## src/common/glbl_intr_pkg.sv

```systemverilog
// Interrupt source layout
`default_nettype none

package glbl_intr_pkg;

   // Status, mask and line width
   localparam int INTR_W        = 32;
   // usb, i2c master, rtc, ir
   localparam int ASYNC_INTR_W  = 4;
   localparam int TIMER_W       = 3;
   localparam int GPIO_INTR_LSB = 8;

   // Bit order inside async_intr
   localparam int ASYNC_USB  = 0;
   localparam int ASYNC_I2CM = 1;
   localparam int ASYNC_RTC  = 2;
   localparam int ASYNC_IR   = 3;

   // ----------------------------------------
   // Positions in the status word
   // ----------------------------------------
   localparam int TIMER_LSB = 0;
   localparam int I2CM_BIT  = 3;
   localparam int USB_BIT   = 4;
   localparam int PWM_BIT   = 5;
   localparam int RTC_BIT   = 6;
   localparam int IR_BIT    = 7;

   // Flops in each request synchronizer
   localparam int SYNC_STAGES_DEF = 2;

endpackage

`default_nettype wire

```

## src/intr/intr_ctrl.sv

```systemverilog
// Interrupt status controller
`timescale 1ns/1ps
`default_nettype none

module intr_ctrl #(
   parameter int SYNC_STAGES = 2
) (
   input  logic                                   mclk,
   input  logic                                   s_reset_n,
   // Requests
   input  logic [glbl_intr_pkg::ASYNC_INTR_W-1:0] async_intr,
   input  logic [glbl_intr_pkg::TIMER_W-1:0]      timer_intr,
   input  logic                                   pwm_intr,
   input  logic [glbl_intr_pkg::INTR_W-1:0]       gpio_intr,
   // Software side
   input  logic                                   stat_clr_en,
   input  logic [glbl_intr_pkg::INTR_W-1:0]       stat_clr_data,
   input  logic [glbl_intr_pkg::INTR_W-1:0]       intr_mask,
   output logic [glbl_intr_pkg::INTR_W-1:0]       intr_stat,
   output logic [glbl_intr_pkg::INTR_W-1:0]       irq_lines
);

   logic [SYNC_STAGES-1:0][glbl_intr_pkg::ASYNC_INTR_W-1:0] sync_q;
   logic [glbl_intr_pkg::ASYNC_INTR_W-1:0]                  async_sync;
   logic [glbl_intr_pkg::INTR_W-1:0]                        hw_req;
   logic [glbl_intr_pkg::INTR_W-1:0]                        clr_mask;

   // ----------------------------------------
   // Request synchronizers
   // ----------------------------------------
   always_ff @(posedge mclk or negedge s_reset_n) begin
      if (!s_reset_n) begin
         sync_q <= '0;
      end else begin
         sync_q[0] <= async_intr;
         for (int i = 1; i < SYNC_STAGES; i++) begin
            sync_q[i] <= sync_q[i-1];
         end
      end
   end

   // Last stage feeds the status
   assign async_sync = sync_q[SYNC_STAGES-1];

   // Request vector by package positions
   always_comb begin
      hw_req = '0;
      hw_req[glbl_intr_pkg::TIMER_LSB +: glbl_intr_pkg::TIMER_W] = timer_intr;
      hw_req[glbl_intr_pkg::I2CM_BIT] = async_sync[glbl_intr_pkg::ASYNC_I2CM];
      hw_req[glbl_intr_pkg::USB_BIT]  = async_sync[glbl_intr_pkg::ASYNC_USB];
      hw_req[glbl_intr_pkg::PWM_BIT]  = pwm_intr;
      hw_req[glbl_intr_pkg::RTC_BIT]  = async_sync[glbl_intr_pkg::ASYNC_RTC];
      hw_req[glbl_intr_pkg::IR_BIT]   = async_sync[glbl_intr_pkg::ASYNC_IR];
      // Low gpio bits have no status slot
      hw_req[glbl_intr_pkg::INTR_W-1:glbl_intr_pkg::GPIO_INTR_LSB] =
         gpio_intr[glbl_intr_pkg::INTR_W-1:glbl_intr_pkg::GPIO_INTR_LSB];
   end

   // ----------------------------------------
   // Sticky status
   // ----------------------------------------
   assign clr_mask = stat_clr_en ? stat_clr_data : '0;

   // Set wins over a clear in the same cycle
   always_ff @(posedge mclk or negedge s_reset_n) begin
      if (!s_reset_n) begin
         intr_stat <= '0;
      end else begin
         intr_stat <= (intr_stat & ~clr_mask) | hw_req;
      end
   end

   assign irq_lines = intr_mask & intr_stat;

   // A line only fires from a latched status bit
   irq_from_stat: assert property (
      @(posedge mclk) disable iff (!s_reset_n) (irq_lines & ~intr_stat) == '0
   );

endmodule

`default_nettype wire

```

## config.mk

```make
export PLATFORM = sky130hd
export DESIGN_NAME = intr_ctrl
export DESIGN_NICKNAME = d
export VERILOG_FILES = /design/src/common/glbl_intr_pkg.sv /design/src/intr/intr_ctrl.sv
export SDC_FILE = /design/constraint.sdc
export NUM_CORES = 1
export LEC_CHECK = 0
export ABC_CLOCK_PERIOD_IN_PS = 900
export BUFFER_PORTS_ARGS = -buffer_cell sky130_fd_sc_hd__buf_2
export CELL_PAD_IN_SITES_DETAIL_PLACEMENT = 1
export CELL_PAD_IN_SITES_GLOBAL_PLACEMENT = 1
export CORE_ASPECT_RATIO = 2
export CORE_MARGIN = 3
export CORE_UTILIZATION = 25
export CTS_CLUSTER_DIAMETER = 150
export DETAILED_ROUTE_END_ITERATION = 7
export PLACE_DENSITY = 0.87
export SLEW_MARGIN = 20
export SYNTH_ARGS = -nofsm -noshare
export SYNTH_HDL_FRONTEND = slang
export SYNTH_SLANG_ARGS = --single-unit
```

## constraint.sdc

```tcl
create_clock -name mclk -period 0.9 [get_ports mclk]
set_input_delay 0.09 -clock mclk [delete_from_list [all_inputs] [get_ports mclk]]
set_output_delay 0.09 -clock mclk [all_outputs]
set_load 0.02 [all_outputs]
```

* Word-level counts from Yosys, hierarchy flattened
Cells that the tools add are included.
Word-level totals: bits in registers 40, bits of input ports 107, output and inout bits 64, logic and storage cells 8
Cells by class: muxes and demuxes 1, bitwise operators 4
Operators by type and width (number):
- 32-bit bitwise AND | 2
- 32-bit two-way mux | 1
- 32-bit NOT | 1
- 32-bit bitwise OR | 1

* Logic depth before layout (Yosys ltp)
Gate-level depths: netlist (run 1).
depth after elaboration 4, gate-level depth with buffers 3, mapped depth without buffers 2

* Worst setup path before layout (run 1)
No wires, ideal clock.
path type flip-flop to output port, start register intr_stat[29] (netlist bit), end output irq_lines[29] (netlist bit), arrival 706 ps, path slack 104 ps, cell stages (with the launch flop) 2, buffers on the path 0, cells stage by stage dfrtp_1 > and2_1
On the way: longest elaborated chain between the ends 1
RTL lines:
- start: declaration | line intr_ctrl.sv:19 | output logic [glbl_intr_pkg::INTR_W-1:0] intr_stat,
- start signal: assignment | line intr_ctrl.sv:69 | intr_stat <= (intr_stat & ~clr_mask) | hw_req;
- 32-bit bitwise AND | line intr_ctrl.sv:73 | assign irq_lines = intr_mask & intr_stat;
- end: declaration | line intr_ctrl.sv:20 | output logic [glbl_intr_pkg::INTR_W-1:0] irq_lines
Every way passes these cells.

* Worst setup path after layout (run 1)
Ends and elaborated chain as after synthesis.

==> results of run 1 <==
-- registers in the layout (all words and copies together), names as in the netlist --
register / cells
intr_stat: 32
async_sync: 4
sync_q: 4
-- final timing paths --
check	endpoint	slack, ps	cells past startpoint	from
hold / removal	intr_stat[29]	20	2	gpio_intr[29]
setup reg to reg	intr_stat[25]	-30	3	intr_stat[25]
max in group asynchronous	intr_stat[21]	310	3	s_reset_n
setup / recovery	irq_lines[29]	-180	2	intr_stat[29]
min in group asynchronous	async_sync[3]	360	3	s_reset_n
hold reg to reg	async_sync[0]	350	0	sync_q[0]
-- cells by family (layout without fill, tap and decap cells) --
family	Yosys count	in the layout
flip-flops	40	40
AND/OR/NAND/NOR	64	64
other	0	1
AO/OA/AOI/OAI	32	32
buffers and inverters	3	253
-- layout make-up --
type / instances / area [um^2]
multi-input cells: 96 / 641
well taps: 84 / 105
clock buffers: 5 / 125
repair buffers: 245 / 2060
diodes: 1 / 2.50
fillers: 688 / 2120
flip-flops and latches: 40 / 1000
clock inverters: 3 / 42.5
-- timing repair --
action                                  4_1_cts  5_1_grt
gates resized for setup                     177       17
endpoints found under the hold margin        71        0
setup buffers                                33       16
hold buffers                                 32        0
endpoints found under the setup margin       64       71
pin swaps                                    30        8
-- placed cells by master (no fill, tap or decap), drive strengths merged --
master | Yosys | final
clkinv | 0 | 1
bufinv | 0 | 1
clkinvlp | 0 | 1
and2 | 32 | 32
diode | 0 | 1
buf | 3 | 213
dlygate4sd3 | 0 | 32
a21o | 32 | 32
nand2 | 32 | 32
clkbuf | 0 | 5
dfrtp | 40 | 40
-- critical path, delay by kind of cell (launching register included) --
family,cells,cell delay (ps)
buffers and inverters,1,120
and+or+nand+nor,1,180
DFF,1,420
-- report_power, final --
part | leakage [nW] | switching [mW] | internal (mW) | total, mW
combinational | 1.54 | 0.740 | 1.07 | 1.81
clock | 0.0798 | 0.715 | 1.30 | 2.02
sequential | 0.413 | 0.0930 | 1.91 | 2.01
-- metrics by stage --
stage                     setup WS (ps)  setup TNS, ps  hold WS (ps)  instance area, um^2
final                              -182          -8250          17.8                 3980
after global routing               -211         -10250          14.3                 3980
after CTS                          -175          -7290          1.97                 3800
after detailed placement            106              0          81.8                 2520
after global placement              129              0          78.7                 2520
after floorplan                     104              0          -206                 1600
-- routing by layer --
metal	track usage [%]	up-vias	wire length [um]
li1	-	949	-
met1	19.9	994	2630
met2	50.2	118	5700
met3	4.43	31	473
met4	14.8	0	556
met5	0	-	0
==> results.yml, run 1 <==
logic_synthesis:
  synth-xor-area-share_pct: 0
  syn_area_um2: 1600
  simple_gate_share_of_the_synthesized_area_pct: 20.1
  synth_top_family_by_area: "simple AND/OR/NAND/NOR gates"
  netlist_instances: 139
  muxShareOfSynthArea_pct: 0
  synth.ff_latch_count: 40
  synth.top_cell.area_share_pct: 62.7
  yosysMostFrequentCell: "dfrtp_1"
  post_synth_most_frequent_cells: "dfrtp_1, a21o_1, and2_1, nand2_1, buf_6"
  synthesized_area_fraction_occupied_by_ao_oa_aoi_and_oai_cells_pct: 15.1
  synth_seq_area_share_pct: 62.7
  dominantRegCellSynth: "dfrtp_1"
  yosys.area_share.adder_pct: 0
  synth_edf_count: 0
  synth.largest_area_cell: "dfrtp_1"
  count_of_yosys_warnings_during_synthesis: 0
  postSynthNetCount: 246
  synth_cell_types: 5
  netlist_top_cells_area: "dfrtp_1, a21o_1, and2_1"
  syn-mean-instance-area_um2: 11.5
  synthArstFlopShare_pct: 100
worst_setup_path:
  worst_path_largest_cell_delay_ps: 420
  crit_chain: "and2_4 > buf_6"
  cp.arrival_ps: 990
  crit_path_end_kind: "primary output"
  path_max_fanout: 3
  critical-path-slowest-cell: "dfrtp_1"
  timing.critical_path.from_type: "flop"
  worst-setup-path-type: "flop to primary output"
  data_required_time_of_the_worst_path_ps: 810
floorplanning:
  die_x_um: 62.5
  core-area_um2: 6110
  die_area_um2: 7430
  std_cell_rows: 40
  ioPinCount: 171
  die_h_um: 119
  start_util_pct: 26.1
grt:
  grt_usage_pct: 24.4
  wire_length_of_the_first_global_routing_pass_um: 13400
  via_count_of_the_first_global_routing_pass: 2536
  grt_overflow: 0
  grt_max_degree: 41
  number_of_antenna_violations_at_the_first_check_in_global_routing: 1
route:
  detail_route.iter0.violations: 71
  final_antenna_net_count: 0
  drc: 0
  routed-via-count: 2092
  wl_per_cell_um: 19.7
  viasPerCell: 4.41
  drt-total-wl_um: 9360
  dr.pass1.iters: 3
sta:
  max_slew_margin_pct: 84.4
  setup_slack_ps: -182
  hold_viol_final: 0
  worst_slew_pin_slew_ps: 234
  layout_min_cycle_time_ps: 1080
  clock-skew-final_ps: 1.30
  fmax_mhz: 924
  grt_setup_unrepaired: "yes"
  layout_worst_path_cycle_share_pct: 120
  finalMaxSlewViolations: 0
  final-setup-viol-count: 72
cts:
  clockRootBuffer: "clkbuf_16"
  buffers_from_clock_root_to_sink_at_most: 2
  clkLatencyLatePin_ps: 280
  numCtsBuffers: 5
  clock_tree_from_tritoncts: "yes"
  ctsHtreeMaxLevel: 2
  path_clk_slew_ps: 60
  cts.sinks: 40
hold_path:
  hp-class: "input port to flop"
power:
  power_density_nw_per_um2: 1460
  total_power_mw: 5.83
  ir_drop_mv: 1.11
  power_leakage_nw: 2.03
place:
  dp_cells: 384
  routabilityCongestion: 0.759
  numPortBuffers: 162
  hpwl_reported_at_the_end_of_detailed_placement_um: 4870
final_layout:
  fin_util_pct: 65.2
  layoutNonFillerInstCount: 474
  area_delta_synth_final_pct: 150
  layout_cell_share_with_drive_strength_beyond_1_pct: 65.3
  layout.nets: 495
outcome:
  outcome: "complete, but fails checks"
  failing_checks: "setup timing"
job:
  max_cap_viol_count: 0
Power figures use the tool's default switching activity.
==> run 2, diff against run 1 <==
--- a/config.mk
+++ b/config.mk
@@ -7,14 +7,14 @@
 export LEC_CHECK = 0
 export ABC_CLOCK_PERIOD_IN_PS = 900
 export BUFFER_PORTS_ARGS = -buffer_cell sky130_fd_sc_hd__buf_2
-export CELL_PAD_IN_SITES_DETAIL_PLACEMENT = 1
-export CELL_PAD_IN_SITES_GLOBAL_PLACEMENT = 1
+export CELL_PAD_IN_SITES_DETAIL_PLACEMENT = 2
+export CELL_PAD_IN_SITES_GLOBAL_PLACEMENT = 2
 export CORE_ASPECT_RATIO = 2
 export CORE_MARGIN = 3
-export CORE_UTILIZATION = 25
+export CORE_UTILIZATION = 18
 export CTS_CLUSTER_DIAMETER = 150
 export DETAILED_ROUTE_END_ITERATION = 7
-export PLACE_DENSITY = 0.87
+export PLACE_DENSITY = 0.84
 export SLEW_MARGIN = 20
 export SYNTH_ARGS = -nofsm -noshare
 export SYNTH_HDL_FRONTEND = slang
==> constraint.sdc (replaced) <==
create_clock -name mclk -period 0.9 [get_ports mclk]
set_input_delay 0.045 -clock mclk [delete_from_list [all_inputs] [get_ports mclk]]
set_output_delay 0.045 -clock mclk [all_outputs]
set_load 0.02 [all_outputs]
==> run 2 against run 1 <==
Against the previous run:
- the flow still finishes with violations (setup timing)
- routed wire length shrank 9.8%
- global-route usage shrank 7.7 points
- die area grew 36%
- critical path type unchanged
- via count shrank 5.2%
- critical endpoint is now irq_lines[27]
- clock power is essentially flat
- register-to-register slack is essentially flat
- largest power group unchanged
- clock skew is essentially flat
- first-iteration DRC count shrank 79%
==> results.yml, run 2 (synthesis gave the netlist of run 1 again) <==
floorplanning:
  start_util_pct: 18.4
  core-area_um2: 8650
  std_cell_rows: 48
  die_area_um2: 10100
  die_x_um: 72.6
  die_h_um: 139
  ioPinCount: 171
sta:
  hold_viol_final: 0
  fmax_mhz: 975
  layout_worst_path_cycle_share_pct: 114
  fin_setup_tns_ps: -4130
  finalMaxSlewViolations: 0
  max_slew_margin_pct: 84.1
  grt_setup_unrepaired: "yes"
  worst_slew_pin_slew_ps: 239
  clock-skew-final_ps: 1.73
  layout_min_cycle_time_ps: 1030
  final-setup-viol-count: 53
  setup_slack_ps: -126
final_layout:
  final.fill_count: 928
  max_flop_register: "intr_stat"
  layoutNonFillerInstCount: 469
  layout.cells.most_common_list: "buf_2, buf_6, dfrtp_1"
  fin_util_pct: 43.0
  layout_commonest_cell: "buf_2"
  area_delta_synth_final_pct: 133
  layout_cell_share_with_drive_strength_beyond_1_pct: 62.6
  largest_register_ff_count: 32
  layout.nets: 472
place:
  hpwl_reported_at_the_end_of_detailed_placement_um: 5380
  pre_cts_ws_ps: 145
  dp_cells: 401
  routabilityCongestion: 0.790
  numPortBuffers: 162
route:
  final_antenna_net_count: 0
  routed-via-count: 1983
  dr.pass1.iters: 3
  wl_per_cell_um: 18.0
  detail_route.iter0.violations: 15
  viasPerCell: 4.23
  drt-total-wl_um: 8450
  drc: 0
power:
  cell_internal_pwr_mw: 4.14
  portion_of_total_power_attributed_to_sequential_cells_pct: 35.6
  power_frac_clock_pct: 36.1
  ir_drop_mv: 1.01
  power_frac_comb_pct: 28.3
  power_switching_mw: 1.50
  power_density_nw_per_um2: 1520
  total_power_mw: 5.63
  power.switching_fraction_pct: 26.6
  power_leakage_nw: 1.88
grt:
  wire_length_of_the_first_global_routing_pass_um: 12600
  number_of_antenna_violations_at_the_first_check_in_global_routing: 3
  via_count_of_the_first_global_routing_pass: 2337
  grt_usage_pct: 16.7
  grt_overflow: 0
  grt_max_degree: 41
worst_setup_path:
  cp.arrival_ps: 980
  number_of_cell_instances_on_the_worst_register_to_register_path: 3
  r2r_slack_ps: -40
  cp-startpoint: "intr_stat[27]"
  data_required_time_of_the_worst_path_ps: 850
  end_of_the_worst_register_to_register_path: "intr_stat[26]"
  r2r_start: "intr_stat[26]"
  worst-setup-path-type: "flop to primary output"
  path_max_fanout: 3
  crit_path_end_kind: "primary output"
  timing.critical_path.from_type: "flop"
cts:
  clkLatencyLatePin_ps: 280
  cts.sinks: 40
  ctsHtreeMaxLevel: 2
  clock_tree_from_tritoncts: "yes"
  clockRootBuffer: "clkbuf_16"
  numCtsBuffers: 5
  path_clk_slew_ps: 60
  buffers_from_clock_root_to_sink_at_most: 2
hold_path:
  hold_start: "stat_clr_data[12]"
  hp-class: "input port to flop"
  hold_end: "intr_stat[12]"
  worst_hold_path.num_cells: 3
outcome:
  outcome: "complete, but fails checks"
  failing_checks: "setup timing"
job:
  max_cap_viol_count: 0
run 2: power by group through the flow:
stage / Clock (mW) / Sequential, mW / Combinational (mW)
floorplan: 0 / 2.13 / 0.347
global placement: 0 / 2.01 / 0.949
detailed placement: 0 / 2.02 / 0.992
CTS: 2.12 / 1.99 / 1.50
global route: 2.17 / 2.02 / 1.69
finish: 2.04 / 2.01 / 1.59
run 2: final cells by class:
cell class | count | area [um^2] | share of cell area, %
Clock buffer | 5 | 125 | 3.37
Tap cell | 100 | 125 | 3.37
Sequential cell | 40 | 1000 | 26.9
Timing Repair Buffer | 222 | 1770 | 47.7
Clock inverter | 3 | 42.5 | 1.15
Antenna cell | 3 | 7.51 | 0.202
Multi-Input combinational cell | 96 | 641 | 17.2
run 2: timing repair:
item | in CTS | in global routing
hold buffers | 33 | 0
hold endpoints to repair | 72 | 0
pin swaps | 29 | 1
resized for setup | 125 | 31
setup endpoints to repair | 52 | 66
buffers inserted | 20 | 4
run 2: layer usage:
layer | vias up | routed length, um | GRT usage (%)
met1 | 970 | 2480 | 15.2
met2 | 93 | 5230 | 32.5
met5 | - | 0 | 0
li1 | 904 | - | -
met3 | 16 | 447 | 3.27
met4 | 0 | 281 | 8.56
run 2: per-stage QoR:
stage / hold WS [ps] / instance area [um^2]
after detailed placement: 43.8 / 2560
after global routing: 48.7 / 3710
after floorplan: -251 / 1600
after CTS: 33.1 / 3580
final: 43.7 / 3710
after global placement: 32.7 / 2560
run 2: worst max path at each step:
| stage | cells after the start | endpoint |
|---|---|---|
| 2_1_floorplan | 1 | irq_lines[29] |
| 3_3_place_gp | 2 | irq_lines[20] |
| 3_5_place_dp | 2 | irq_lines[3] |
| 4_1_cts | 2 | irq_lines[20] |
| 5_1_grt | 2 | irq_lines[7] |
| 6_report | 2 | irq_lines[27] |
run 2: critical path, stage by stage, from the launching register on:
cell     delay, ps
dfrtp_1        420
and2_4         160
buf_6          120
==> run 3, diff against run 2 <==
==> constraint.sdc (replaced) <==
create_clock -name mclk -period 0.9 [get_ports mclk]
set_input_delay 0 -clock mclk [delete_from_list [all_inputs] [get_ports mclk]]
set_output_delay 0 -clock mclk [all_outputs]
set_load 0.02 [all_outputs]
==> run 3 against run 2 <==
Against the previous run:
- the flow still finishes with violations (setup timing)
- combinational power is essentially flat
- cell count grew 2.3%
- clock skew grew 1.6 ps
- largest cell class unchanged
- largest power group unchanged
- critical path depth is the same
- highest routed layer unchanged
- via count grew 3.5%
- cell area grew 1.5%
- sequential power is essentially flat
- sequential share of layout area shrank 0.39 points
- die area is the same
- count of clock-buffer cells in the layout is the same
==> results.yml, run 3 (synthesis gave the netlist of run 1 again) <==
floorplanning:
  start_util_pct: 18.4
  std_cell_rows: 48
  die_area_um2: 10100
  die_x_um: 72.6
  die_h_um: 139
  ioPinCount: 171
  core-area_um2: 8650
route:
  drt-total-wl_um: 8940
  final_antenna_net_count: 0
  drc: 0
  routed-via-count: 2052
  wl_per_cell_um: 18.6
  detail_route.iter0.violations: 23
  dr.pass1.iters: 4
  viasPerCell: 4.28
power:
  ir_drop_mv: 1.20
  power.switching_fraction_pct: 26.9
  power_leakage_nw: 1.90
  total_power_mw: 5.66
  power_density_nw_per_um2: 1500
  power_frac_comb_pct: 28.4
  portion_of_total_power_attributed_to_sequential_cells_pct: 35.4
  power_switching_mw: 1.52
  power_frac_clock_pct: 36.2
  cell_internal_pwr_mw: 4.14
grt:
  grt_usage_pct: 17.8
  number_of_antenna_violations_at_the_first_check_in_global_routing: 0
  grt_overflow: 0
  via_count_of_the_first_global_routing_pass: 2533
  wire_length_of_the_first_global_routing_pass_um: 13600
  grt_max_degree: 41
final_layout:
  largest_register_ff_count: 32
  max_flop_register: "intr_stat"
  area_delta_synth_final_pct: 136
  antenna_cells_inserted: 0
  layout_commonest_cell: "buf_2"
  layout.cells.most_common_list: "buf_2, buf_6, dlygate4sd3_1"
  final.fill_count: 909
  layout.nets: 486
  layout_cell_share_with_drive_strength_beyond_1_pct: 60.5
sta:
  final-setup-viol-count: 45
  setup_slack_ps: -79.4
  fmax_mhz: 1020
  worst_slew_pin_slew_ps: 239
  layout_min_cycle_time_ps: 979
  finalMaxSlewViolations: 0
  max_slew_margin_pct: 84.0
  layout_worst_path_cycle_share_pct: 109
  grt_setup_unrepaired: "yes"
  hold_viol_final: 0
  clock-skew-final_ps: 3.36
worst_setup_path:
  number_of_cell_instances_on_the_worst_register_to_register_path: 3
  cp_num_cells: 2
  critical_path.top_delay_family: "flip-flops"
  worst_path_largest_cell_delay_ps: 410
  cp.buffers_inverters: 1
  r2r_slack_ps: 0
  cp.arrival_ps: 980
  end_of_the_worst_register_to_register_path: "intr_stat[26]"
  r2r_start: "intr_stat[26]"
  crit_chain: "and2_4 > buf_6"
  timing.critical_path.from_type: "flop"
  critical-path-slowest-cell: "dfrtp_1"
  worst-setup-path-type: "flop to primary output"
  crit_path_end_kind: "primary output"
  data_required_time_of_the_worst_path_ps: 900
  path_max_fanout: 3
outcome:
  failing_checks: "setup timing"
  outcome: "complete, but fails checks"
job:
  max_cap_viol_count: 0
hold_path:
  hold_start: "stat_clr_data[19]"
  hp-class: "input port to flop"
  worst_hold_path.num_cells: 3
  hold_end: "intr_stat[19]"
cts:
  numCtsBuffers: 5
  ctsHtreeMaxLevel: 2
  clkLatencyLatePin_ps: 280
  buffers_from_clock_root_to_sink_at_most: 2
  clockRootBuffer: "clkbuf_16"
  cts.sinks: 40
  clock_tree_from_tritoncts: "yes"
  path_clk_slew_ps: 60
place:
  pre_cts_ws_ps: 174
  hpwl_reported_at_the_end_of_detailed_placement_um: 5350
  numPortBuffers: 162
  routabilityCongestion: 0.786
[run 3: what timing repair did]
action | CTS | global route
setup buffers | 18 | 8
hold buffers | 46 | 0
hold endpoints to repair | 74 | 0
resized for setup | 122 | 14
endpoints found under the setup margin | 32 | 48
pin swaps | 28 | 1
[run 3: per-stage QoR]
step           instances  instance area (um^2)  util, %  TNS, ps  hold WS, ps
2_1_floorplan        139                  1600        -        0         -296
3_3_place_gp         400                  2540     29.3        0        -11.4
3_5_place_dp         400                  2540     29.3        0        -2.34
4_1_cts              472                  3660     42.3    -2200        0.511
5_1_grt              480                  3770     43.6    -3540         12.2
6_report             480                  3770     43.6    -2090         7.19
[run 3: final cells by class]
type | instances | area (um^2) | share of cell area, %
Clock buffer | 5 | 125 | 3.32
Clock inverter | 3 | 42.5 | 1.13
Multi-Input combinational cell | 96 | 641 | 17.0
Sequential cell | 40 | 1000 | 26.6
Tap cell | 100 | 125 | 3.32
Timing Repair Buffer | 236 | 1840 | 48.7
[run 3: worst max-delay path by stage]
stage / endpoint / start
CTS: irq_lines[20] / intr_stat[20]
global placement: intr_stat[25] / stat_clr_en
floorplan: intr_stat[10] / intr_stat[10]
finish: irq_lines[24] / intr_stat[24]
global route: irq_lines[4] / intr_stat[4]
detailed placement: irq_lines[26] / intr_stat[26]
[run 3: power groups by stage]
stage	Clock, mW	Combinational [mW]	Sequential [mW]
2_1_floorplan	0	0.347	2.13
3_3_place_gp	0	0.938	2.01
3_5_place_dp	0	0.983	2.02
4_1_cts	2.15	1.53	1.98
5_1_grt	2.18	1.71	2.02
6_report	2.05	1.61	2.00
[run 3: metal layers]
| layer | GRT usage [%] | vias to the layer above | routed length, um |
|---|---|---|---|
| li1 | - | 932 | - |
| met1 | 15.5 | 993 | 2520 |
| met2 | 36.4 | 102 | 5570 |
| met3 | 3.63 | 25 | 521 |
| met4 | 7.10 | 0 | 331 |
| met5 | 0 | - | 0 |
[run 3: tightest hold or removal path: cells and delay by family]
kind	cells	cell delay, ps
buf+inv	1	100
simple gates	1	50
compound gates	1	100
