<file path="src/common/glbl_map_pkg.sv">
// Global register map definitions
`default_nettype none

package glbl_map_pkg;

   // Word address inside the 32-entry map
   typedef logic [4:0] reg_addr_t;

   // ----------------------------------------
   // Register addresses
   // ----------------------------------------
   localparam reg_addr_t ADDR_CHIP_ID   = 5'd0;
   localparam reg_addr_t ADDR_RST_CTRL  = 5'd1;
   localparam reg_addr_t ADDR_CORE_CFG  = 5'd2;
   localparam reg_addr_t ADDR_INTR_MASK = 5'd3;
   localparam reg_addr_t ADDR_INTR_STAT = 5'd4;
   localparam reg_addr_t ADDR_MFUNC_SEL = 5'd5;
   localparam reg_addr_t ADDR_RANDOM    = 5'd9;
   localparam reg_addr_t ADDR_MAILBOX   = 5'd15;
   localparam reg_addr_t ADDR_SW0       = 5'd16;
   localparam reg_addr_t ADDR_SW1       = 5'd17;
   localparam reg_addr_t ADDR_SW2       = 5'd18;
   localparam reg_addr_t ADDR_SW3       = 5'd19;

   // ----------------------------------------
   // Constants and reset values
   // ----------------------------------------
   // Manufacturer 8268, one core, chip 5, revision 01
   localparam logic [31:0] CHIP_ID_WORD       = 32'h8268_1501;
   // Core 0, interface and flash out of reset
   localparam logic [31:0] RST_CTRL_BOOT_RUN  = 32'h0000_0103;
   // Core 0 held, interface and flash released
   localparam logic [31:0] RST_CTRL_BOOT_HOLD = 32'h0000_0003;
   // UART master and debug tap enabled at power up
   localparam logic [31:0] MFUNC_RESET        = 32'hC000_0000;
   // ASCII signature, release code, project revision
   localparam logic [31:0] SW0_RESET          = 32'h8273_8343;
   localparam logic [31:0] SW1_RESET          = 32'h0001_0100;
   localparam logic [31:0] SW2_RESET          = 32'h0005_2000;
   // Random generator start state and feedback mask
   localparam logic [31:0] LFSR_SEED          = 32'hACE1_2468;
   localparam logic [31:0] LFSR_TAPS          = 32'h8020_0003;

endpackage

`default_nettype wire

</file>
<file path="src/hw/lfsr_random.sv">
// Pseudorandom word generator
`timescale 1ns/1ps
`default_nettype none

module lfsr_random (
   input  logic        mclk,
   input  logic        s_reset_n,
   input  logic        acc_done,
   output logic [31:0] random_word
);

   logic [31:0] lfsr_q;
   logic [31:0] lfsr_nxt;

   // ----------------------------------------
   // Galois step, right shift
   // ----------------------------------------
   always_comb begin
      lfsr_nxt = {1'b0, lfsr_q[31:1]};
      // Bit shifted out folds the taps back in
      if (lfsr_q[0]) begin
         lfsr_nxt = lfsr_nxt ^ glbl_map_pkg::LFSR_TAPS;
      end
   end

   always_ff @(posedge mclk or negedge s_reset_n) begin
      if (!s_reset_n) begin
         lfsr_q <= glbl_map_pkg::LFSR_SEED;
      end else if (acc_done) begin
         lfsr_q <= lfsr_nxt;
      end
   end

   // Read returns the state before the step
   assign random_word = lfsr_q;

   // All-zero state would lock the generator
   lfsr_not_zero: assert property (
      @(posedge mclk) disable iff (!s_reset_n) lfsr_q != '0
   );

endmodule

`default_nettype wire

</file>
<file path="config.mk">
export PLATFORM = sky130hd
export DESIGN_NAME = lfsr_random
export DESIGN_NICKNAME = d
export VERILOG_FILES = /design/src/common/glbl_map_pkg.sv /design/src/hw/lfsr_random.sv
export SDC_FILE = /design/constraint.sdc
export NUM_CORES = 1
export LEC_CHECK = 0
export BUFFER_PORTS_ARGS = -buffer_cell sky130_fd_sc_hd__buf_2
export CAP_MARGIN = 15
export CORE_MARGIN = 1.5
export CORE_UTILIZATION = 57
export CTS_CLUSTER_SIZE = 16
export DETAILED_ROUTE_END_ITERATION = 6
export PLACE_DENSITY_LB_ADDON = 0.15
export SYNTH_ARGS = -nofsm -noshare
export SYNTH_HDL_FRONTEND = slang
export SYNTH_SLANG_ARGS = --single-unit
</file>
<file path="constraint.sdc">
create_clock -name mclk -period 3 [get_ports mclk]
set_clock_uncertainty 0.2 [all_clocks]
set_input_delay 0.75 -clock mclk [delete_from_list [all_inputs] [get_ports mclk]]
set_output_delay 0.75 -clock mclk [all_outputs]
set_load 0.005 [all_outputs]
</file>
After elaboration in Yosys (flattened, before gate mapping) --
Index checks and enable logic that the tools add are counted. Widths: inputs -> output; s select.
Word-level totals: input bits 3, output and inout bits 32, register bits after elaboration 32, word-level logic and storage cells 3
Cells by class: bitwise gates (word level) 1, multiplexer cells 1
Operators with widths (count):
- $mux 32 | 1
- $not 3->4 | 1

Depth between registers and ports, before layout --
Gate-level depths: netlist of the first run.
depth in word-level cells 2, mapped depth 4, mapped depth without buffers 2

Worst setup path after synthesis of the first run --
No wires, ideal clock.
kind input to register, start in acc_done, end reg lfsr_q[24], in the netlist random_word[24], buffers on the path 2, setup time 0.125 ns, required time 2.675 ns, path slack 1.372 ns, stages on the path 3, arrival 1.303 ns, path through buf_6 -> buf_6 -> mux2_4
RTL lines:
- start, declared | RTL line lfsr_random.sv:8 | input logic acc_done,
- end signal, assigned | RTL line lfsr_random.sv:28 | lfsr_q <= glbl_map_pkg::LFSR_SEED;
- end signal, assigned | RTL line lfsr_random.sv:30 | lfsr_q <= lfsr_nxt;
- end, declared | RTL line lfsr_random.sv:12 | logic [31:0] lfsr_q;
No word-level cell between the ends.

Worst setup path after layout of the first run --
start reg lfsr_q[10], in the netlist random_word[10], end out random_word[10]
RTL lines:
- end, declared | RTL line lfsr_random.sv:9 | output logic [31:0] random_word
No word-level cell between the ends.

==> summary by stage, run 1 <==
Routing
The total routed wirelength is a little under 2000 microns. The residual antenna-violating net count after detailed routing is 0. The first-iteration detailed-routing DRC count is 11.

The remaining routing DRC violations is 0. The routed length per placed instance is roughly 14 microns. The number of iterations in the first detailed-routing pass is 2. The via density per instance is just under 5. Across all layers, the routed design uses approximately 700 vias.

Floorplan
The site row count is 18. The initial utilization of the core area, before any placement, comes to 0.615. The die covers 3070 sq um. Measured along the y axis, the die boundary spans 55.4 microns. Pin placement for this block handled 35 I/O pins.

After floorplanning, the core was sized to cover between 2000 and 3000 sq um. The die extent in x is 55.4 microns.

STA
The final count of pins violating max slew came to 0. Summed over all failing endpoints, the final setup total negative slack is 0 ns. The achievable frequency is ~510 MHz.

The final number of hold-violating endpoints is 0. Setup repair after global routing left no endpoint under its margin. Subtracting the final worst setup slack from the clock period gives ~1.9 ns. Headroom to the max-slew limit came out at 0.555.

The worst hold-check slack is 0.239 ns. The period utilization is 0.649. The number of endpoints failing setup at the final stage is 0. The transition time at the pin with the least slew margin is approximately 0.67 ns.

Worst setup path
By startpoint and endpoint, the worst setup path is classified as reg2out. The largest single stage delay on the critical path is 0.56 ns. Together, buffers and inverters on the worst path number 1. The kind of cell adding the most delay to the critical path is flip-flops. In this run the critical register-to-register path is captured at random_word[1].

Measured in cells, the most critical reg-to-reg path has a length of 2. The critical path arrival is 1.00 ns. STA puts the critical path data required time at 2.05 ns. The signal on the critical path passes through buf_2.

The worst setup path is captured at an output pin. The setup check on the worst reg-to-reg path leaves a slack of between 1.5 and 2 ns. The cell with the largest stage delay on the worst path is sky130_fd_sc_hd__dfstp_2. The startpoint of the lowest-slack register-to-register path is random_word[0]. The startpoint type of the worst setup path is a flop.

In this run the worst path has a maximum fanout of 3.

Yosys
Synthesis inferred 32 register bits. Ranked by total cell area, the synthesized netlist is headed by sky130_fd_sc_hd__dfrtp_1 (30%), sky130_fd_sc_hd__mux2_4 (24%), sky130_fd_sc_hd__dfstp_2 (22%), sky130_fd_sc_hd__buf_4 (14%), sky130_fd_sc_hd__mux2_2 (2.9%). The synthesized netlist occupies a cell area of 1570 sq um. The most area-hungry cell type in the Yosys netlist is sky130_fd_sc_hd__dfrtp_1. Among all flip-flop cells after synthesis, the most frequent one is sky130_fd_sc_hd__dfrtp_1. The mean instance size in the synthesized netlist is 15.3 sq um. The share of synthesized area spent on multiplexers is 0.269. By count the netlist is led by sky130_fd_sc_hd__buf_4 (29), sky130_fd_sc_hd__mux2_4 (25), sky130_fd_sc_hd__dfrtp_1 (19). The share of async-settable or async-resettable flops after synthesis is 1.00. The largest family of logic cells by synthesized area is multiplexers. The post-synthesis xor/xnor area fraction is 0.0168. For this run, the register share of the synthesized area comes to 0.522. Synthesis produced 102 cells. In the post-synthesis netlist, the cell with the most instances is sky130_fd_sc_hd__buf_4.

The net count after synthesis is between 100 and 150. Of the total synthesized cell area, the portion taken by AND, OR, NAND and NOR gates is 0.00719. The number of synthesis warnings is 0. The number of different library cells used by synthesis comes to 11. The compound-gate portion of the synthesized area is 0.00639.

The share of the synthesized area in the top cell type is 0.304. The area share of fa/ha/maj cells after synthesis is 0. The count of flip-flops with a built-in enable after synthesis is 0.

Pwr
The internal power is 1250 uW. The switching part of the total power is 0.285. The worst vdd rail ir drop is about 0.79 mV. The share of total power dissipated in sequential elements is 0.508. Of the total power, the clock network draws 0.145.

In this run the power spent charging and discharging nets is roughly 500 uW. The power per cell area is roughly 1100 nW/um^2. The share of total power in combinational logic is 0.347.

The static leakage is about 0.00077 uW.

Cells and area
The layout net count is about 110. The fraction of final layout cells sized beyond drive strength 1 is 0.759. The filler cells instantiated in the layout total approximately 200.

The number of flip-flops in the largest register is 32. The antenna cell count is 0. The layout overhead on the synthesized area is -0.240%.

Measured on the finished design, the core utilization comes to 0.614.

Global route
The total overflow left after global routing is 0. The number of global-route vias before repair is 670. For this run, the total global-route usage over all layers was measured as 0.146. The initial antenna violation count came to 0. The global-route wire length before repair is between 3000 and 4000 microns.

Entering global routing, the biggest net connects 35 pins.

Clock network
The number of buffers created by CTS is 5. The insertion delay to the later sink of the worst-skew pair is approximately 0.33 ns. In this run the number of H-tree levels came out at 2. The clock root buffer is sky130_fd_sc_hd__clkbuf_4.

The clock edge transition at the registers on the reported setup and hold paths is ~0.11 ns. Counting along the longest clock path gives a buffer depth of 2. Post-CTS timing repair inserted 0 buffers for setup. TritonCTS built the clock tree. The tree built by TritonCTS fans out to 32 sinks. The post-cts repair resize count is 0. The count of hold-fix buffers inserted at cts is 0.

Place
The final weighted congestion of routability-driven global placement is 0.684. The quantity of I/O buffers inserted on ports is 34. The half-perimeter wire length after detailed placement is around 1300 microns.

Hold path
The worst min-delay path class is in2async.

Job
The tool flagged a number of max-cap violations equal to 0.

Run status
The run finished with clean final reports.
-- layout by cell type, fill, tap and decap left out, drive strengths merged --
master,count
buf,35
mux2,29
a21oi,2
nor2,2
clkinv,2
nand2,1
dfrtp,19
xnor2,3
dfstp,13
clkbuf,6
-- power groups by stage --
| stage | clock network [uW] | registers, uW | logic [uW] |
|---|---|---|---|
| finish | 254 | 892 | 609 |
| global placement | 0 | 897 | 612 |
| global route | 295 | 933 | 658 |
| floorplan | 0 | 860 | 656 |
| CTS | 265 | 901 | 623 |
| detailed placement | 0 | 907 | 618 |
-- through the flow --
stage	cell area, sq um	setup slack [ns]	instances	total power, uW
finish	1560	1.05	142	1750
global route	1560	0.994	142	1890
CTS	1560	1.03	142	1790
detailed placement	1500	1.01	134	1530
global placement	1500	1.02	134	1510
floorplan	1570	1.37	102	1520
-- logic make-up after synthesis --
family,Yosys count
AND/OR/NAND/NOR,3
multiplexers,29
buffers and inverters,33
flip-flops,32
AO/OA/AOI/OAI,2
XOR/XNOR,3
-- how the worst max path moves through the flow --
stage | start | to | slack (ns) | depth (start not counted)
after global placement | acc_done | random_word[28] | 1.02 | 3
after CTS | random_word[10] | random_word[10] | 1.03 | 1
after global routing | random_word[13] | random_word[13] | 0.99 | 1
after detailed placement | acc_done | random_word[28] | 1.01 | 3
final | random_word[10] | random_word[10] | 1.05 | 1
after floorplan | acc_done | random_word[24] | 1.37 | 3
-- area by class of cell --
cell class                      instances  area, sq um  share of cell area
Tap cell                               30         37.5              0.0240
Sequential cell                        32          817               0.523
Multi-Input combinational cell         37          468               0.300
Clock buffer                            6         51.3              0.0329
Clock inverter                          2         10.0             0.00641
Timing Repair Buffer                   35          178               0.114
-- metal layers --
metal  global-route usage  share of wire  vias up
li1                     -              -      331
met1                0.200           0.47      345
met2                0.189           0.43       24
met3               0.0679          0.070        4
met4               0.0836          0.025        0
met5                    0              0        -
(Power assumes the default switching activity.)
==> run 2, diff against run 1 <==
--- a/config.mk
+++ b/config.mk
@@ -8,7 +8,7 @@
 export BUFFER_PORTS_ARGS = -buffer_cell sky130_fd_sc_hd__buf_2
 export CAP_MARGIN = 15
 export CORE_MARGIN = 1.5
-export CORE_UTILIZATION = 57
+export CORE_UTILIZATION = 48
 export CTS_CLUSTER_SIZE = 16
 export DETAILED_ROUTE_END_ITERATION = 6
 export PLACE_DENSITY_LB_ADDON = 0.15
==> constraint.sdc (replaced) <==
create_clock -name mclk -period 1.7 [get_ports mclk]
set_clock_uncertainty 0.2 [all_clocks]
set_input_delay 0.425 -clock mclk [delete_from_list [all_inputs] [get_ports mclk]]
set_output_delay 0.425 -clock mclk [all_outputs]
set_load 0.005 [all_outputs]
==> run 2 against run 1 <==
  * Clock-buffer cell count grew 2
  * Worst hold slack gained 0.094 ns
  * Global-route usage decreased by 1.2 points
  * Wire length grew 5.1%
  * Final area is 3.7% higher
  * Power up 77%
  * Largest cell class unchanged
  * Highest routed layer unchanged
==> summary by stage, run 2 (synthesis results as in run 1) <==
Run status
The run finished with clean final reports.

Cells and area
The final core area utilization is 0.526 (-0.0876). The commonest non-fill, non-tap cell in the layout is sky130_fd_sc_hd__buf_2. In the layout the commonest cells are sky130_fd_sc_hd__buf_2 (34), sky130_fd_sc_hd__mux2_4 (25), sky130_fd_sc_hd__dfrtp_1 (19), sky130_fd_sc_hd__dfstp_2 (13), sky130_fd_sc_hd__clkbuf_4 (5).

The fraction of final layout cells sized beyond drive strength 1 came to 0.737 (-0.0221). The footprint of the multi-input gates is 468 sq um (unchanged). From synthesis to final layout, the design area changed by 3.44%.

The filler cell count is 287 (+42%). The combined flip-flop and latch cell area is 817 sq um (unchanged). The antenna cell count is 0 (unchanged). The layout net count came to 116 (+1.8%). The number of flip-flops in the largest register is 32 (unchanged).

STA
The summed negative setup slack over all endpoints is 0 ns (unchanged). The worst hold-check slack was 0.333 ns (+0.0941 ns). The final critical-path setup slack was 0.0826 ns (-0.972 ns). The transition time at the pin with the least slew margin is 0.349 ns (-0.319 ns). Setup repair after global routing left no endpoint under its margin.

For this run, the top clock speed supported by timing is about 620 MHz. The final count of pins violating max slew was 0 (unchanged). The number of endpoints failing setup at the final stage is 0 (unchanged). Of the available clock period, the critical path in the final layout requires 0.951. The final number of hold-violating endpoints is 0 (unchanged). The tightest slew margin relative to the limit is 0.768 (+0.213). The worst path needs 1.62 ns of the cycle, external delays included.

Worst setup path
The critical path arrival was 0.99 ns (about the same). The largest stage delay on the critical path came to 0.56 ns (about the same). The maximum fanout encountered on the critical timing path came to 3 (unchanged).

For this design, the slowest cell found on the critical path is sky130_fd_sc_hd__dfstp_2. On the critical path the largest part of the delay comes from flip-flops. The number of buffers and inverters on the critical path is 1 (unchanged). The kind of critical path is reg2out. The worst setup path is launched from a flop. The critical path required time came to 1.07 ns (-0.98 ns). The worst setup path is captured at an output pin. The critical path goes through buf_2.

Clock network
The number of buffers created by CTS was 5 (unchanged). The maximum clock path buffer count is 2 (unchanged). The TritonCTS sink count is 32 (unchanged).

The CTS tree is yes. The number of H-tree levels is 2 (unchanged). The clock edge transition at the registers on the reported setup and hold paths is 0.09 ns (-0.02 ns). The post-cts repair resize count is 0 (unchanged). The clock root buffer is sky130_fd_sc_hd__clkbuf_4. The insertion delay to the later sink of the worst-skew pair is 0.32 ns (about the same).

Pwr
The switching part of the total power came to 0.281 (-0.00489). The internal power is 2230 uW (+78%). The power per cell area is 1910 nW/um^2 (+70%). The net switching component of the power was 870 uW (+74%). The worst vdd rail ir drop is 0.826 mV (+4.7%). The clock network power share is 0.139 (-0.006). The share of power burned in registers was 0.510 (+0.002). The share of total power in combinational logic is 0.350 (+0.003). The static leakage was 0.000779 uW (+1.7%).

Global route
The initial antenna violation count is 0 (unchanged). The total track usage came to 0.135 (-0.0117). The global-route wire length before repair is 3420 microns (+3.5%). The total congestion overflow after global routing is 0 (unchanged). The number of global-route vias before repair is 725 (+8.2%).

The maximum number of pins on one net before global-route repair is 35 (unchanged).

Place
The half-perimeter wire length after detailed placement is 1410 microns (+9.3%). The quantity of I/O buffers inserted on ports is 34 (unchanged). The post-place setup slack was 0.240 ns (-0.765 ns). The final weighted congestion of routability-driven global placement is 0.667 (-2.4%).

Routing
The number of iterations in the first detailed-routing pass is 4 (+2). The residual antenna-violating net count after detailed routing is 0 (unchanged). The first-iteration detailed-routing DRC count came to 13 (+2).

The routed length per placed instance was 12.9 microns (-5.6%). The via density per instance is 4.58 (-7.6%). The via total after detailed routing is 724 (+2.8%). The total routed wirelength came to 2040 microns (+5.1%). The remaining routing DRC violations is 0 (unchanged).

Floorplan
The site row count came to 20 (+2). The die extent in x is 60.1 microns (+8.5%). The total I/O pin count is 35 (unchanged). The core area is 3080 sq um (+21%). The initial core utilization was 0.509 (-0.107). The area of the die is 3610 sq um (+18%). The y dimension of the die is 60.1 microns (+8.5%).

Job
The max-capacitance violation count is 0 (unchanged).

Hold path
The path class of the tightest hold or removal check is reg2reg.
-- run 2: layout make-up --
| type | count | share of cell area |
|---|---|---|
| Multi-Input combinational cell | 37 | 0.289 |
| Timing Repair Buffer | 37 | 0.136 |
| Tap cell | 44 | 0.0340 |
| Sequential cell | 32 | 0.505 |
| Clock buffer | 8 | 0.0363 |
-- run 2: power by group through the flow --
stage	Combinational [uW]	Sequential, uW	Clock (uW)
final	1090	1580	432
after global routing	1200	1650	495
after CTS	1110	1590	463
after detailed placement	1100	1600	0
after global placement	1090	1590	0
after floorplan	1160	1520	0
-- run 2: path summary, 6_finish.rpt --
kind | slack (ns) | to | startpoint | cells after the start
max in group asynchronous | 0.46 | random_word[21] | s_reset_n | 3
setup / recovery | 0.08 | random_word[3] | random_word[3] | 1
setup reg to reg | 0.66 | random_word[21] | random_word[22] | 2
hold reg to reg | 0.33 | random_word[21] | random_word[21] | 2
hold / removal | 0.33 | random_word[21] | random_word[21] | 2
min in group asynchronous | 0.35 | random_word[30] | s_reset_n | 2
-- run 2: what timing repair did --
item                                   CTS  global route
buffers inserted                         0             0
hold buffers                             1             0
endpoints found under the hold margin    5             0
-- run 2: through the flow --
stage	instance area [sq um]	cells	total power [uW]
global route	1620	158	3340
finish	1620	158	3100
global placement	1550	149	2680
detailed placement	1550	149	2710
floorplan	1570	102	2670
CTS	1620	158	3160
-- run 2: routing by layer --
layer / global-route usage / wire length (microns) / vias up / part of all wire
met5: 0 / 0 / - / 0
met2: 0.193 / 904 / 26 / 0.44
met3: 0.0628 / 123 / 4 / 0.060
met1: 0.166 / 965 / 363 / 0.47
met4: 0.0762 / 42 / 0 / 0.021
li1: - / - / 331 / -
==> run 3, diff against run 2 <==
--- a/config.mk
+++ b/config.mk
@@ -11,7 +11,7 @@
 export CORE_UTILIZATION = 48
 export CTS_CLUSTER_SIZE = 16
 export DETAILED_ROUTE_END_ITERATION = 6
-export PLACE_DENSITY_LB_ADDON = 0.15
+export PLACE_DENSITY = 0.75
 export SYNTH_ARGS = -nofsm -noshare
 export SYNTH_HDL_FRONTEND = slang
 export SYNTH_SLANG_ARGS = --single-unit
==> run 3 against run 2 <==
  * Critical path depth did not move
  * Via count shrank 1.1%
  * First-iteration DRC count did not move
  * Sequential power about the same
  * Cell count unchanged
  * Clock power decreased by 12%
==> summary by stage, run 3 (synthesis results as in run 1) <==
Global route
The total track usage is 0.131 (-0.00417). The number of global-route vias before repair was 704 (-2.9%). The initial antenna violation count is 0 (unchanged). The maximum number of pins on one net before global-route repair is 18 (-49%). The total congestion overflow after global routing is 0 (unchanged).

The global-route wire length before repair is 3390 microns (-1.0%).

Cells and area
The antenna cell count was 0 (unchanged). The commonest non-fill, non-tap cell in the layout is sky130_fd_sc_hd__buf_2. The layout net count is 117 (+0.86%).

The number of flip-flops in the largest register is 32 (unchanged). The fraction of final layout cells sized beyond drive strength 1 is 0.746 (+0.00877). In the layout the commonest cells are sky130_fd_sc_hd__buf_2 (34), sky130_fd_sc_hd__mux2_4 (25), sky130_fd_sc_hd__dfrtp_1 (19), sky130_fd_sc_hd__dfstp_2 (13), sky130_fd_sc_hd__clkbuf_4 (5).

Relative to the synthesized area, the layout overhead comes to 3.92%.

Place
The post-place setup slack is 0.261 ns (+0.0216 ns). The quantity of I/O buffers inserted on ports is 34 (unchanged). The final weighted congestion of routability-driven global placement is 0.676 (+1.3%). The half-perimeter wire length after detailed placement is 1430 microns (+1.8%).

Clock network
The cell sitting at the root of the clock tree is a sky130_fd_sc_hd__clkbuf_4. The insertion delay to the later sink of the worst-skew pair was 0.31 ns (about the same). The clock edge transition at the registers on the reported setup and hold paths came to 0.09 ns (about the same). The TritonCTS sink count is 32 (unchanged). The number of buffers created by CTS was 5 (unchanged). The maximum clock path buffer count was 2 (unchanged). The post-cts repair resize count came to 0 (unchanged).

The number of H-tree levels was 2 (unchanged). The CTS tree is yes.

Routing
The number of iterations in the first detailed-routing pass is 2 (-2). The routed length per placed instance is 13.0 microns (+0.98%). The total routed wirelength is 2060 microns (+0.98%). The residual antenna-violating net count after detailed routing came to 0 (unchanged).

The via total after detailed routing is 716 (-1.1%). The remaining routing DRC violations was 0 (unchanged). The via density per instance is 4.53 (-1.1%).

The first-iteration detailed-routing DRC count came to 13 (unchanged).

Hold path
The worst hold endpoint is random_word[30]. The worst min-delay path class is in2reg. The number of stages on the worst hold path is 2 (unchanged). The launch instance of the worst min-delay path is acc_done.

Worst setup path
STA classifies the critical path startpoint as a flop. The largest stage delay on the critical path is 0.56 ns (about the same). The critical path goes through buf_2.

The cell with the largest stage delay on the worst path is sky130_fd_sc_hd__dfstp_2. The critical path required time is 1.07 ns (about the same). The setup slack of the most critical reg-to-reg path was 0.66 ns (about the same). The endpoint of the worst register-to-register path is random_word[1]. The worst setup path is captured at an output pin.

Broken down by cell family, the worst path's largest delay share belongs to flip-flops. The critical path arrival came to 0.99 ns (about the same). The maximum fanout encountered on the critical timing path is 3 (unchanged).

The startpoint of the lowest-slack register-to-register path is random_word[0]. The number of buffers and inverters on the critical path is 1 (unchanged). The kind of critical path is reg2out.

The depth of the worst register-to-register path is 2 (unchanged).

Pwr
The clock network power share is 0.124 (-0.015). The share of power burned in registers is 0.517 (+0.007). The switching part of the total power is 0.288 (+0.00700). The power per cell area was 1880 nW/um^2 (-1.6%). The share of total power in combinational logic is 0.359 (+0.009). The static leakage is 0.000784 uW (+0.63%). The net switching component of the power is 881 uW (+1.3%).

The worst vdd rail ir drop is 0.886 mV (+7.2%). The total power consumption of the routed design is 3070 uW (-1.1%). The internal power is 2180 uW (-2.1%).

STA
The final critical-path setup slack was 0.0895 ns (+0.00694 ns). The summed negative setup slack over all endpoints is 0 ns (unchanged). The transition time at the pin with the least slew margin came to 0.370 ns (+0.0215 ns). The period utilization is 0.947 (-0.00408).

The tightest slew margin relative to the limit is 0.753 (-0.0143). The final count of pins violating max slew is 0 (unchanged). The number of endpoints failing setup at the final stage is 0 (unchanged). The final number of hold-violating endpoints is 0 (unchanged). The minimum period implied by the final worst setup slack came to 1.61 ns (-0.00694 ns). Setup repair after global routing left no endpoint under its margin. The achievable frequency came to 621 MHz (+0.43%).

Floorplan
The area of the die came to 3610 sq um (unchanged). The core area is 3080 sq um (unchanged). The initial core utilization is 0.509 (unchanged).

The y dimension of the die is 60.1 microns (unchanged). The die extent in x is 60.1 microns (unchanged). The total I/O pin count is 35 (unchanged). The site row count is 20 (unchanged).

Job
The max-capacitance violation count was 0 (unchanged).

Run status
The flow ran to the end, and the final reports show no timing, DRC or antenna violations.
run 3: cell count changes in the layout (fill, tap and decap cells not counted):
cell,before,now
sky130_fd_sc_hd__buf_12,2,3
sky130_fd_sc_hd__clkbuf_1,2,1
sky130_fd_sc_hd__clkbuf_8,1,0
sky130_fd_sc_hd__clkinv_2,0,1
run 3: per-stage QoR:
| stage | hold WS (ns) | utilization | area, sq um | cells |
|---|---|---|---|---|
| 5_1_grt | 0.270 | 0.528 | 1630 | 158 |
| 2_1_floorplan | -0.0706 | - | 1570 | 102 |
| 4_1_cts | 0.278 | 0.528 | 1630 | 158 |
| 3_5_place_dp | 0.161 | 0.510 | 1570 | 150 |
| 3_3_place_gp | 0.155 | 0.510 | 1570 | 150 |
| 6_report | 0.294 | 0.528 | 1630 | 158 |
run 3: layout make-up:
cell class / count / area (sq um)
Fill cell: 280 / 1450
Sequential cell: 32 / 817
Multi-Input combinational cell: 37 / 468
Timing Repair Buffer: 38 / 240
Tap cell: 44 / 55.1
Clock buffer: 6 / 41.3
Clock inverter: 1 / 5.00
run 3: power groups by stage:
stage | sequential, uW | clock, uW | combinational (uW)
2_1_floorplan | 1520 | 0 | 1160
3_3_place_gp | 1580 | 0 | 1090
3_5_place_dp | 1600 | 0 | 1120
4_1_cts | 1590 | 399 | 1120
5_1_grt | 1650 | 443 | 1210
6_report | 1580 | 379 | 1100
run 3: how the worst max path moves through the flow:
stage,startpoint,endpoint,depth (start not counted)
6_report,random_word[26],random_word[26],1
5_1_grt,random_word[22],random_word[22],1
4_1_cts,random_word[22],random_word[22],1
3_5_place_dp,acc_done,random_word[31],3
3_3_place_gp,acc_done,random_word[4],3
2_1_floorplan,acc_done,random_word[24],3
run 3: timing repair:
action	CTS	global route
endpoints found under the hold margin	10	0
endpoints found under the setup margin	0	0
setup buffers	0	0
hold buffers	1	0
run 3: per-layer routing:
layer / routed length (microns) / vias up / global-route usage
met5: 0 / - / 0
met4: 0 / 0 / 0.0381
met2: 906 / 28 / 0.189
met3: 182 / 0 / 0.0649
met1: 966 / 360 / 0.172
li1: - / 328 / -
